--- src/design/dcache_pkg.sv ---
package dcache_pkg;

    // byte address and data word
    typedef logic [31:0] addr_t;
    typedef logic [31:0] word_t;

    // four words, word 0 in the low bits
    typedef logic [127:0] line_t;

    // byte enables of one word
    typedef logic [3:0] mask_t;

    // tag for the default 16 sets, address bits 31 down to 8
    typedef logic [23:0] tag_t;

    // word offset is address bits 3 down to 2
    localparam int BANK_WIDTH = 2;
    localparam int NUM_BANKS = 1 << BANK_WIDTH;

    // byte-in-line bits
    localparam int OFFSET_WIDTH = 4;

    // fixed by the single lru bit per set
    localparam int NUM_WAYS = 2;

    typedef enum logic [1:0] {
        idle,
        wait_mem,
        install
    } refill_state_t;

endpackage

--- src/design/dcache_refill.sv ---
`timescale 1ns/1ps

module dcache_refill #(
    parameter int SET_WIDTH = 4,
    localparam int TAG_WIDTH = 32 - SET_WIDTH - dcache_pkg::OFFSET_WIDTH
) (
    input  logic clk,
    input  logic rst,
    input  logic miss_valid,
    input  dcache_pkg::addr_t miss_addr,
    input  logic [dcache_pkg::NUM_WAYS-1:0][TAG_WIDTH-1:0] set_tags,
    input  logic [dcache_pkg::NUM_WAYS-1:0] set_valid,
    input  logic [dcache_pkg::NUM_WAYS-1:0] set_dirty,
    input  logic set_lru,
    input  dcache_pkg::line_t [dcache_pkg::NUM_WAYS-1:0] set_data,
    output logic mem_req,
    output dcache_pkg::addr_t mem_addr,
    input  logic mem_resp_valid,
    input  dcache_pkg::line_t mem_resp_data,
    output logic wb_valid,
    output dcache_pkg::addr_t wb_addr,
    output dcache_pkg::line_t wb_data,
    output logic busy,
    output logic wr_en,
    output logic wr_way,
    output logic [SET_WIDTH-1:0] wr_index,
    output logic [TAG_WIDTH-1:0] wr_tag,
    output dcache_pkg::line_t wr_data,
    output logic lru_en,
    output logic lru_way
);
    import dcache_pkg::*;

    refill_state_t state;
    logic start;
    logic victim;
    logic way_q;
    logic [TAG_WIDTH-1:0] tag_q;
    logic [SET_WIDTH-1:0] index_q;
    line_t line_q;

    // invalid way first, else the one lru does not mark
    always_comb begin
        if (!set_valid[0]) begin
            victim = 1'b0;
        end else if (!set_valid[1]) begin
            victim = 1'b1;
        end else begin
            victim = ~set_lru;
        end
    end

    // misses seen while busy are dropped, requester retries
    assign start = miss_valid && state == idle;

    always_ff @(posedge clk or posedge rst) begin
        if (rst) begin
            state <= idle;
            wb_valid <= 1'b0;
        end else begin
            wb_valid <= start & set_valid[victim] & set_dirty[victim];
            case (state)
                idle: begin
                    if (start) begin
                        state <= wait_mem;
                    end
                end
                wait_mem: begin
                    if (mem_resp_valid) begin
                        state <= install;
                    end
                end
                install: state <= idle;
                default: state <= idle;
            endcase
        end
    end

    always_ff @(posedge clk) begin
        if (start) begin
            tag_q <= miss_addr[31 -: TAG_WIDTH];
            index_q <= miss_addr[OFFSET_WIDTH +: SET_WIDTH];
            way_q <= victim;
            wb_addr <= {set_tags[victim], miss_addr[OFFSET_WIDTH +: SET_WIDTH],
                        {OFFSET_WIDTH{1'b0}}};
            wb_data <= set_data[victim];
        end
        if (state == wait_mem && mem_resp_valid) begin
            line_q <= mem_resp_data;
        end
    end

    assign busy = state != idle;
    assign mem_req = state == wait_mem;
    assign mem_addr = {tag_q, index_q, {OFFSET_WIDTH{1'b0}}};

    // install writes the whole line, clean
    assign wr_en = state == install;
    assign wr_way = way_q;
    assign wr_index = index_q;
    assign wr_tag = tag_q;
    assign wr_data = line_q;
    assign lru_en = wr_en;
    assign lru_way = way_q;

endmodule

--- config.mk ---
export PLATFORM = sky130hd
export DESIGN_NAME = dcache_refill
export DESIGN_NICKNAME = d
export VERILOG_FILES = /design/src/design/dcache_pkg.sv /design/src/design/dcache_refill.sv
export SDC_FILE = /design/constraint.sdc
export NUM_CORES = 1
export LEC_CHECK = 0
export ABC_AREA = 1
export BUFFER_PORTS_ARGS = -buffer_cell sky130_fd_sc_hd__buf_2
export CORE_AREA = 5 5 318 320
export DETAILED_ROUTE_END_ITERATION = 7
export DIE_AREA = 0 0 323 325
export GPL_ROUTABILITY_DRIVEN = 0
export HOLD_SLACK_MARGIN = 0.03
export PLACE_DENSITY = 0.41
export SYNTH_ARGS = -nofsm -noshare
export SYNTH_HDL_FRONTEND = slang
export SYNTH_SLANG_ARGS = --single-unit
--- constraint.sdc ---
create_clock -name clk -period 6.5 [get_ports clk]
set_input_delay 0.325 -clock clk [delete_from_list [all_inputs] [get_ports clk]]
set_output_delay 0.325 -clock clk [all_outputs]
set_load 0.03 [all_outputs]
Word-level counts from Yosys, hierarchy flattened

Cells that the tools add are included.

Bits of input ports: 473
Bits in registers: 316

Eq/ne operators: 4
Order comparisons: 1
Bitwise logic cells: 3
Muxes and demuxes: 13
Reduce and logical (&&, ||, !) cells: 5

Operators with widths:

| cell                                                                          | number |
|---|---|
| 128-bit 2-to-1 mux                                                            | 2 |
| 24-bit 2-to-1 mux                                                             | 2 |
| 1-bit 2-to-1 mux                                                              | 6 |
| 2-bit 2-to-1 mux                                                              | 2 |
| 2-bit case mux with 2 select lines                                            | 1 |
| 1-bit AND                                                                     | 2 |
| 2-bit by 1-bit equality test with 1-bit output (second input constant)        | 1 |
| 2-bit equality test (second input constant)                                   | 1 |
| 1-bit logical AND                                                             | 2 |
| 2-bit zero test                                                               | 1 |
| 1-bit by 2-bit less-than comparator with 1-bit output (second input constant) | 1 |
| 2-bit by 1-bit != test with 1-bit output (second input constant)              | 1 |
| 2-bit != test (second input constant)                                         | 1 |
| 2-bit AND reduction                                                           | 1 |
| 2-bit nonzero test                                                            | 1 |
| 1-bit NOT                                                                     | 1 |

Longest topological paths before layout

Gate-level depths: netlist of run 1.

Depth after elaboration: 7
Depth in mapped cells: 7

Least setup slack after synthesis of run 1

No wires, ideal clock.

Path kind: register to register
Start point: register state[1]
End point: register line_q[0] (netlist: wr_data[0]) (enable)
Period minus slack after synthesis: 6.445 ns
Slack: 0.055 ns
Buffers on the path: 0
Arrival time: 5.829 ns
Required time: 5.884 ns
Stages on the path, launching flop included: 4
Path through: dfrtp_1 > inv_1 > nand2_1 > nor2_1

Word-level cells in the longest chain between the ends: 2

RTL lines:

| what                                           | line                | RTL |
|---|---|---|
| start: declaration                             | dcache_refill.sv:34 | `refill_state_t state;` |
| start signal: assignment                       | dcache_refill.sv:58 | `state <= idle;` |
| start signal: assignment                       | dcache_refill.sv:65 | `state <= wait_mem;` |
| start signal: assignment                       | dcache_refill.sv:70 | `state <= install;` |
| 2-bit by 1-bit equality test with 1-bit output | dcache_refill.sv:88 | `if (state == wait_mem && mem_resp_valid) begin` |
| 1-bit logical AND                              | dcache_refill.sv:88 |  |
| end signal: assignment                         | dcache_refill.sv:89 | `line_q <= mem_resp_data;` |
| end: declaration                               | dcache_refill.sv:40 | `line_t line_q;` |

No other way between the ends.
A chain may end at the register's enable or synchronous reset.

Worst setup path in the final report of run 1

Start point: input set_lru
End point: register wb_addr[24], data pin

Word-level cells in the longest chain between the ends: 5

RTL lines:

| what                                                  | line                | RTL |
|---|---|---|
| start: declaration                                    | dcache_refill.sv:14 | `input logic set_lru,` |
| 1-bit NOT                                             | dcache_refill.sv:49 | `victim = ~set_lru;` |
| 1-bit 2-to-1 mux                                      | dcache_refill.sv:46 | `end else if (!set_valid[1]) begin` |
| 1-bit 2-to-1 mux                                      | dcache_refill.sv:44 | `if (!set_valid[0]) begin` |
| 24-bit 2-to-1 mux (not written as such) (2 in series) | dcache_refill.sv:84 | `wb_addr <= {set_tags[victim], miss_addr[OFFSET_WIDTH +: SET_WIDTH],` |
| end signal: assignment                                | dcache_refill.sv:84 |  |
| end: declaration                                      | dcache_refill.sv:21 | `output dcache_pkg::addr_t wb_addr,` |

No other way between the ends. The select of a mux whose other input is x is not followed.

==> results of run 1 <==
## metrics by stage
stage / total power [mW] / setup WS [ns] / std cells / util / instance area, µm²
after detailed placement: 4.16 / 3.46 / 2906 / 0.173 / 17000
after floorplan: 3.52 / 0.0550 / 874 / - / 11700
after global placement: 4.16 / 3.48 / 2906 / 0.173 / 17000
after CTS: 6.73 / 3.59 / 3403 / 0.230 / 22500
final: 6.58 / 3.58 / 3419 / 0.230 / 22500
after global routing: 6.87 / 3.41 / 3413 / 0.230 / 22500
## worst max-delay path: cells and delay by family
kind	cells	cell delay (ns)
AND/OR/NAND/NOR	4	0.73
buffers and inverters	4	2.13
## cell usage after synthesis, drive strengths merged
library cell,count
edfxtp,309
o21ai,1
conb,1
nand2,463
nand3,1
dfrtp,3
nor2,5
nand3b,1
inv,9
clkbuf,1
buf,73
## worst paths after layout
kind / start / end / slack, ns
worst min register to register: state[1] / state[1] / 0.65
worst min-delay path: set_data[219] / wb_data[91] / 0.07
worst max-delay path: set_lru / wb_addr[24] / 3.58
min in group asynchronous: rst / state[1] / 0.19
max in group asynchronous: rst / state[0] / 6.19
worst max register to register: state[0] / wb_data[112] / 4.14
## flip-flops by register name, summed over array words and instances (netlist names)
name,count
lru_way,1
state,2
wb_addr,25
wb_data,128
wb_valid,1
wr_data,128
wr_index,3
wr_tag,24
## power by group
group,internal [mW],switching [mW],total [mW]
sequential,2.56,0.106,2.66
clock,1.31,0.942,2.26
combinational,0.516,1.15,1.66
total,4.39,2.20,6.58
## cell families after synthesis
family	synth area share
AO/OA/AOI/OAI	0.000429
buffers and inverters	0.0452
flip-flops	0.802
other	0.000322
AND/OR/NAND/NOR	0.152
## layout make-up
class / count / area (µm²) / share of cell area
inverter: 9 / 46.3 / 0.00205
sequential: 312 / 9350 / 0.415
clock inverter: 24 / 188 / 0.00833
timing repair buffer: 1239 / 8340 / 0.370
tap: 1287 / 1610 / 0.0714
antenna: 16 / 40.0 / 0.00178
clock buffer: 53 / 1130 / 0.0503
multi-input combinational: 479 / 1830 / 0.0811
## layer usage
| metal | up-vias | track usage | wire length, µm |
|---|---|---|---|
| met1 | 5340 | 0.149 | 28100 |
| li1 | 5319 | - | - |
| met5 | - | 0 | 11 |
| met3 | 81 | 0.0411 | 6560 |
| met2 | 601 | 0.224 | 34900 |
| met4 | 2 | 0.0383 | 2080 |
==> qor.txt, run 1 <==
status: complete, no violations
worst-path fanout max: 80
Cells on Worst Hold Path: 3
initial antenna violation count: 18
final cycle utilization of the critical path: 0.449
die area: 105000 µm²
leakage: 10.1 nW
CP Cell Sequence: buf_2, nand2_1, nand2_8, inv_6, buf_4, nand2_1, nand2_1, dlygate4sd3_1
CP endpoint kind: flop
GR Overflow Total: 0
Worst-Margin Slew: 0.853 ns
Setup TNS Final: 0 ns
Worst setup SP type: input port
Critical Path RT: 6.93 ns
DRC: 0
Data arrival, critical path: 3.35 ns
area grow syn2layout: 93.3%
worst clock skew: 0.0198 ns
# setup viols final: 0
CTS tree: yes
post-synth top area share: 0.796
Initial DRC Count: 605
core area: 97800 µm²
vias in the first global route: 11600
Unique masters post-synth: 16
most used cell, CP: nand2_1
Clock Latency Late Sink: 0.58 ns
Synth Register Bits: 312
CTS Hold Bufs: 420
final hold viol count: 0
kind of critical path: in -> reg
Crit-path slowest cell: buf_4
Num Clock Sinks: 312
CP max stage delay: 0.76 ns
total CTS buffers: 42
Power Dens Cells: 292 nW/µm²
RSZ-0062 raised after global routing: false
Die Ht: 325 µm
Ys Warns: 0
fraction of layout instances using a drive strength above 1: 0.417
DP HPWL: 56.8 mm
buffers added on ports: 815
mapped cell area: 11700 µm²
Worst-path clk slew: 0.06 ns
syn_area_per_cell: 13.5 µm²
worst hold path class: in -> reg
Final Max Tran Viols: 0
aggregate global-route resource usage: 0.128
IO Pins: 828
area leader, netlist: edfxtp_1
CTS max path bufs: 3
site row count: 115
commonest cells after routing, fill and taps aside: 815 x buf_2, 462 x nand2_1, 420 x dlygate4sd3_1
vias after detailed routing: 11300
post-CTS sizing: 0
setup bufs post-CTS: 0
largest net degree at the start of global routing: 129
Initial Util: 0.119
DR WL/cell: 21.0 µm
Vias/cell: 3.32
fin nets: 2556
Peak Freq: 343 MHz
slew margin rel.: 0.431
Fillers: 10700
Detailed Routing Iterations Pass 1: 5
wire length of the first global-routing pass: 92.8 mm
Die W: 323 µm
total of max-cap violations: 0
Seq/Total Area, Yosys: 0.802
worst hold slack: 0.0714 ns
largest cells by area after synthesis: edfxtp_1 80%, nand2_1 15%, buf_4 3.2%
total wire length: 71.7 mm
Max H-tree Level: 2
clk root buf: clkbuf_16
cells on worst reg2reg path: 4
minimum clock period: 2.92 ns
cells after synthesis: 867
Max rail drop VDD: 0.130 mV
antenna viol nets, final: 0
commonest non-fill, non-tap cell in the layout: buf_2
Note: power is estimated with default switching activity, not from simulation.
==> run 2, diff against run 1 <==
Clock period 6.5 ns to 2.6 ns, I/O delays scaled along.
==> run 2 against run 1 <==
Net effect:
- critical path depth down 6
- global-route usage is 0.25 points higher
- highest routed layer is now met4
- final cell count rose by 1.5%
- worst hold slack better by 0.072 ns
- sequential power increased to 2.5 times the previous value
- largest power group unchanged
- total power rose to 2.5 times the previous value
- final area grew 3.0%
- setup slack worse by 2.7 ns
==> qor.txt, run 2 (same netlist as run 1, synthesis figures left out) <==
status: complete, no violations (unchanged)
CP startpoint: state[0] (was set_lru)
Peak Freq: 567 MHz
largest net degree at the start of global routing: 104 (was 129)
Max rail drop VDD: 0.394 mV (was 0.130 mV)
CTS Hold Bufs: 465 (was 420)
Die W: 323 µm (unchanged)
die area: 105000 µm² (unchanged)
IO Pins: 828 (unchanged)
Comb power frac: 0.258 (was 0.253)
# setup viols final: 0 (unchanged)
leakage: 10.4 nW (was 10.1 nW)
Clock Latency Late Sink: 0.57 ns (was 0.58 ns)
Setup Slack @ Placement: 0.884 ns (was 3.46 ns)
vias after detailed routing: 11600 (was 11300)
Initial Util: 0.119 (unchanged)
Max H-tree Level: 2 (unchanged)
slew margin rel.: 0.579 (was 0.431)
final cycle utilization of the critical path: 0.678
buffers added on ports: 815 (unchanged)
wire length of the first global-routing pass: 95.5 mm (was 92.8 mm)
placed cell count: 2927 (was 2906)
Worst-path clk slew: 0.06 ns (about the same)
GR Util met1: 0.151 (was 0.149)
worst hold path class: in -> reg (unchanged)
Vias/cell: 3.34 (was 3.32)
CP endpoint kind: primary output (was flop)
Critical Path RT: 2.47 ns (was 6.93 ns)
final std cells w/o fill: 3471 (was 3419)
CTS max path bufs: 3 (unchanged)
RSZ-0062 raised after global routing: false (unchanged)
commonest non-fill, non-tap cell in the layout: buf_2 (unchanged)
post-CTS sizing: 0 (unchanged)
Detailed Routing Iterations Pass 1: 4 (was 5)
clock share of power: 0.344 (was 0.343)
crit path to: wr_en (was wb_addr[24])
site row count: 115 (unchanged)
final worst slack: 0.836 ns (was 3.58 ns)
GR Overflow Total: 0 (unchanged)
final core utilization: 0.237 (was 0.230)
GRT busiest layer: met2 (unchanged)
Power Dens Cells: 721 nW/µm² (was 292 nW/µm²)
worst r2r src: state[1] (was state[0])
total wire length: 72.5 mm (was 71.7 mm)
fraction of layout instances using a drive strength above 1: 0.416 (was 0.417)
sw frac: 0.328 (was 0.334)
Pint: 11.3 mW (was 4.39 mW)
fin nets: 2620 (was 2556)
DP HPWL: 58.8 mm (was 56.8 mm)
setup bufs post-CTS: 0 (unchanged)
FF-to-FF End: wb_data[7] (was wb_data[112])
worst-path fanout max: 3 (was 80)
Reg power frac: 0.398 (was 0.405)
total CTS buffers: 40 (was 42)
area grow syn2layout: 99.1% (was 93.3%)
vias in the first global route: 12200 (was 11600)
Data arrival, critical path: 1.63 ns (was 3.35 ns)
antenna viol nets, final: 0 (unchanged)
GR Util met2: 0.236 (was 0.224)
Die Ht: 325 µm (unchanged)
worst clock skew: 0.0225 ns (was 0.0198 ns)
aggregate global-route resource usage: 0.130 (was 0.128)
final hold viol count: 0 (unchanged)
Tot Pwr: 16.7 mW (was 6.58 mW)
commonest cells after routing, fill and taps aside: 815 x buf_2, 465 x dlygate4sd3_1, 461 x nand2_1 (was 815 x buf_2, 462 x nand2_1, 420 x dlygate4sd3_1)
DRC: 0 (unchanged)
FF-to-FF setup slack: 0.86 ns (was 4.14 ns)
core area: 97800 µm² (unchanged)
initial antenna violation count: 8 (was 18)
Worst setup SP type: flop (was input port)
DR WL/cell: 20.9 µm (was 21.0 µm)
Final Max Tran Viols: 0 (unchanged)
total of max-cap violations: 0 (unchanged)
cells on worst reg2reg path: 5 (was 4)
GR met3 Demand/Resource: 0.0382 (was 0.0411)
kind of critical path: reg -> out (was in -> reg)
clk root buf: clkbuf_16 (unchanged)
minimum clock period: 1.76 ns
Initial DRC Count: 449 (was 605)
Worst-Margin Slew: 0.632 ns (was 0.853 ns)
CTS tree: yes (unchanged)
switching pwr: 5.49 mW (was 2.20 mW)
Num Clock Sinks: 312 (unchanged)
[run 2: changes by cell type in the layout (fill, tap and decap cells not counted), moves of 3 or more]
cell / change
diode_2: -8
clkbuf_1: -3
clkbuf_16: -3
buf_4: +14
buf_12: +7
dlygate4sd3_1: +45
clkinv_1: -4
bufinv_16: +4
[run 2: worst max-delay path, cell delays in order, from the launching register on]
cell and delay (ns):
dfrtp_1 0.40, nor2_1 0.35, buf_2 0.31
[run 2: layout make-up]
cell class,instances,area [µm²]
multi-input cells,479,1830
inverters,9,42.5
flip-flops and latches,312,9350
repair buffers,1305,9030
well taps,1287,1610
fillers,10600,74600
clock inverters,26,309
diodes,8,20.0
clock buffers,45,1020
[run 2: worst min path at each step]
stage	startpoint	endpoint	slack (ns)	cells past startpoint
6_report	set_dirty[0]	wb_valid	0.14	5
5_1_grt	set_dirty[0]	wb_valid	0.12	5
4_1_cts	set_dirty[0]	wb_valid	0.07	5
3_5_place_dp	rst	state[0]	0.05	2
3_3_place_gp	rst	state[1]	0.05	2
2_1_floorplan	rst	state[0]	-0.12	1
[run 2: layer usage]
layer  vias up  routed length, µm
li1       5443                  -
met1      5496              29100
met2       563              36200
met3        85               5360
met4         0               1870
met5         -                  0
[run 2: power groups by stage]
stage               clock network (mW)  registers [mW]  logic (mW)
floorplan                            0            7.92       0.822
global route                      6.23            6.72        4.57
CTS                               6.05            6.68        4.42
global placement                     0            6.77        3.75
detailed placement                   0            6.77        3.73
finish                            5.76            6.66        4.32
[run 2: metrics by stage]
stage | hold WS [ns] | setup TNS (ns) | area (µm²)
after floorplan | -0.116 | -209.50 | 11700
after global placement | 0.0485 | 0 | 17200
after detailed placement | 0.0541 | 0 | 17200
after CTS | 0.0738 | 0 | 23200
after global routing | 0.117 | 0 | 23200
final | 0.143 | 0 | 23200
==> run 3, diff against run 2 <==
Settings changed: ABC_AREA 1 to 0, CORE_AREA 5 5 318 320 to 5 5 321 323, DIE_AREA 0 0 323 325 to 0 0 326 328.
Clock period 2.6 ns to 1.5 ns, I/O delays scaled along.
==> run 3 against run 2 <==
Net effect:
- the run now ends with setup timing left
- utilization increased by 0.92 points
- via count decreased by 8.3%
- final cell count decreased by 6.7%
- global-route usage decreased by 0.82 points
- non-clock buffer count increased by 74
- final area increased by 5.7%
- clock skew decreased by 0.0084 ns
- setup slack got worse by 1.0 ns
- first-iteration DRC count decreased by 14%
- clock power increased by 60%
- total power increased by 75%
- largest cell class is now buffers
==> qor.txt, run 3 <==
kind of critical path: reg -> reg (was reg -> out)
area leader, netlist: edfxtp_1 (unchanged)
Seq/Total Area, Yosys: 0.788 (was 0.802)
aggregate global-route resource usage: 0.122 (was 0.130)
Synth async-reset ratio: 0.00962 (unchanged)
cells after synthesis: 538 (was 867)
Initial Util: 0.119 (about the same)
final std cells w/o fill: 3237 (was 3471)
Power Dens Cells: 1190 nW/µm² (was 721 nW/µm²)
minimum clock period: 1.71 ns
Detailed Routing Iterations Pass 1: 4 (unchanged)
Max H-tree Level: 2 (unchanged)
total of max-cap violations: 0 (unchanged)
final hold viol count: 0 (unchanged)
FF-to-FF setup slack: -0.21 ns (was 0.86 ns)
final cycle utilization of the critical path: 1.14
Critical Path RT: 1.79 ns (was 2.47 ns)
IO Pins: 828 (unchanged)
worst r2r src: state[0] (was state[1])
vias after detailed routing: 10600 (was 11600)
fraction of layout instances using a drive strength above 1: 0.581 (was 0.416)
Max rail drop VDD: 0.565 mV (was 0.394 mV)
failing checks: setup timing
FF-to-FF End: wb_addr[10] (was wb_data[7])
worst-path fanout max: 13 (was 3)
worst clock skew: 0.0142 ns (was 0.0225 ns)
# setup viols final: 294 (was 0)
area grow syn2layout: 107% (was 99.1%)
die area: 107000 µm² (was 105000 µm²)
Cells on Worst Hold Path: 2 (was 5)
Data arrival, critical path: 1.99 ns (was 1.63 ns)
RSZ-0062 raised after global routing: true (was false)
placed cell count: 2654 (was 2927)
ys flop type: edfxtp_1 (unchanged)
Vias/cell: 3.28 (was 3.34)
site row count: 116 (was 115)
Synth Register Bits: 312 (unchanged)
total wire length: 70.7 mm (was 72.5 mm)
Initial DRC Count: 384 (was 449)
area of the multi-input gates: 2100 µm² (was 1830 µm²)
DP HPWL: 54.8 mm (was 58.8 mm)
CTS max path bufs: 3 (unchanged)
GR Overflow Total: 0 (unchanged)
leakage: 10.3 nW (was 10.4 nW)
Num Clock Sinks: 312 (unchanged)
DR WL/cell: 21.9 µm (was 20.9 µm)
Final Max Tran Viols: 0 (unchanged)
total CTS buffers: 38 (was 40)
commonest non-fill, non-tap cell in the layout: buf_2 (unchanged)
post-synth top area share: 0.782 (was 0.796)
worst hold path class: in -> reg (unchanged)
HP Start: miss_addr[17] (was set_dirty[0])
largest net degree at the start of global routing: 38 (was 104)
Tot Pwr: 29.3 mW (was 16.7 mW)
CTS tree: yes (unchanged)
status: complete, but fails checks (was complete, no violations)
CP endpoint kind: flop (was primary output)
largest cells by area after synthesis: edfxtp_1 78%, mux2_4 8.7%, mux2_2 7.9% (was edfxtp_1 80%, nand2_1 15%, buf_4 3.2%)
Worst Hold End: wr_tag[9] (was wb_valid)
Unique masters post-synth: 19 (was 16)
Clock Latency Late Sink: 0.56 ns (was 0.57 ns)
Die W: 326 µm (was 323 µm)
core area: 99600 µm² (was 97800 µm²)
Ys Warns: 0 (unchanged)
area occupied by registers: 9350 µm² (unchanged)
DRC: 0 (unchanged)
Worst-path clk slew: 0.06 ns (about the same)
fin nets: 2378 (was 2620)
mapped cell area: 11900 µm² (was 11700 µm²)
cells on worst reg2reg path: 5 (unchanged)
Die Ht: 328 µm (was 325 µm)
Worst setup SP type: flop (unchanged)
count leader, synth: edfxtp_1 (was nand2_1)
initial antenna violation count: 11 (was 8)
wire length of the first global-routing pass: 92.4 mm (was 95.5 mm)
final worst slack: -0.208 ns (was 0.836 ns)
Synth top cells by count: 309 x edfxtp_1, 83 x mux2_2, 69 x mux2_4, 42 x buf_4, 9 x buf_6 (was 462 x nand2_1, 309 x edfxtp_1, 50 x buf_4, 16 x buf_2, 8 x inv_1)
vias in the first global route: 11900 (was 12200)
Peak Freq: 585 MHz
commonest cells after routing, fill and taps aside: 810 x buf_2, 467 x dlygate4sd3_1, 309 x edfxtp_1 (was 815 x buf_2, 465 x dlygate4sd3_1, 461 x nand2_1)
syn_area_per_cell: 22.1 µm² (was 13.5 µm²)
antenna viol nets, final: 0 (unchanged)
Fillers: 10300 (was 10600)
number of synthesized flops with an enable pin: 309 (unchanged)
clk root buf: clkbuf_16 (unchanged)
buffers added on ports: 815 (unchanged)
## run 3: critical path, cell delays in order, from the launching register on
cell        delay (ns)
dfrtp_1           0.38
or3b_4            0.42
clkinvlp_4        0.13
buf_12            0.12
buf_16            0.16
clkbuf_16         0.18
## run 3: per-layer routing
layer / GRT usage / routed length [µm]
met1: 0.131 / 26400
met2: 0.214 / 35100
met3: 0.0539 / 6640
met4: 0.0425 / 2500
met5: 0 / 23
## run 3: timing repair
action	4_1_cts	5_1_grt
hold buffers	468	0
gates resized for setup	20	53
endpoints found under the hold margin	314	0
setup buffers	8	19
cloned	2	15
endpoints found under the setup margin	238	412
pin swaps	0	1
## run 3: area by class of cell
type,count,share of cell area
antenna,7,0.000714
clock buffer,48,0.0415
clock inverter,19,0.00856
inverter,3,0.000714
multi-input combinational,171,0.0855
sequential,312,0.381
tap,1298,0.0662
timing repair buffer,1379,0.416
## run 3: worst max-delay path by stage
stage | start | end | cells after the start
final | state[0] | wb_addr[10] | 5
after detailed placement | state[1] | wb_data[58] | 4
after floorplan | state[0] | lru_way | 2
after global placement | state[1] | wr_tag[9] | 4
after global routing | state[0] | wb_data[105] | 5
after CTS | state[1] | wb_data[73] | 4
## run 3: logic make-up (layout without fill, tap and decap cells)
logic type             after synthesis  count (layout)  synth area share
DFF                                312             312             0.788
muxes                              153             153             0.167
buffers and inverters               62            1449            0.0394
and+or+nand+nor                      8               8           0.00411
AOI/OAI and AO/OA                    2               2           0.00137
other                                1              15          0.000316
## run 3: per-stage QoR
step / worst slack, ns / hold WS (ns) / TNS (ns) / instance area, µm² / utilization
after global placement: -0.210 / -0.0403 / -26.06 / 17700 / 0.178
after CTS: -0.217 / 0.102 / -37.70 / 23800 / 0.239
after floorplan: -2.07 / -0.171 / -447.94 / 11900 / -
final: -0.208 / 0.219 / -42.56 / 24500 / 0.247
after detailed placement: -0.220 / -0.0352 / -28.36 / 17700 / 0.178
after global routing: -0.255 / 0.167 / -54.57 / 24500 / 0.246
## run 3: where the power goes
group          switching [mW]  leakage (nW)  internal, mW
logic                    5.06          6.82          3.53
registers               0.447          2.92          11.0
clock network            3.73         0.596          5.50
total                    9.24          10.3          20.1
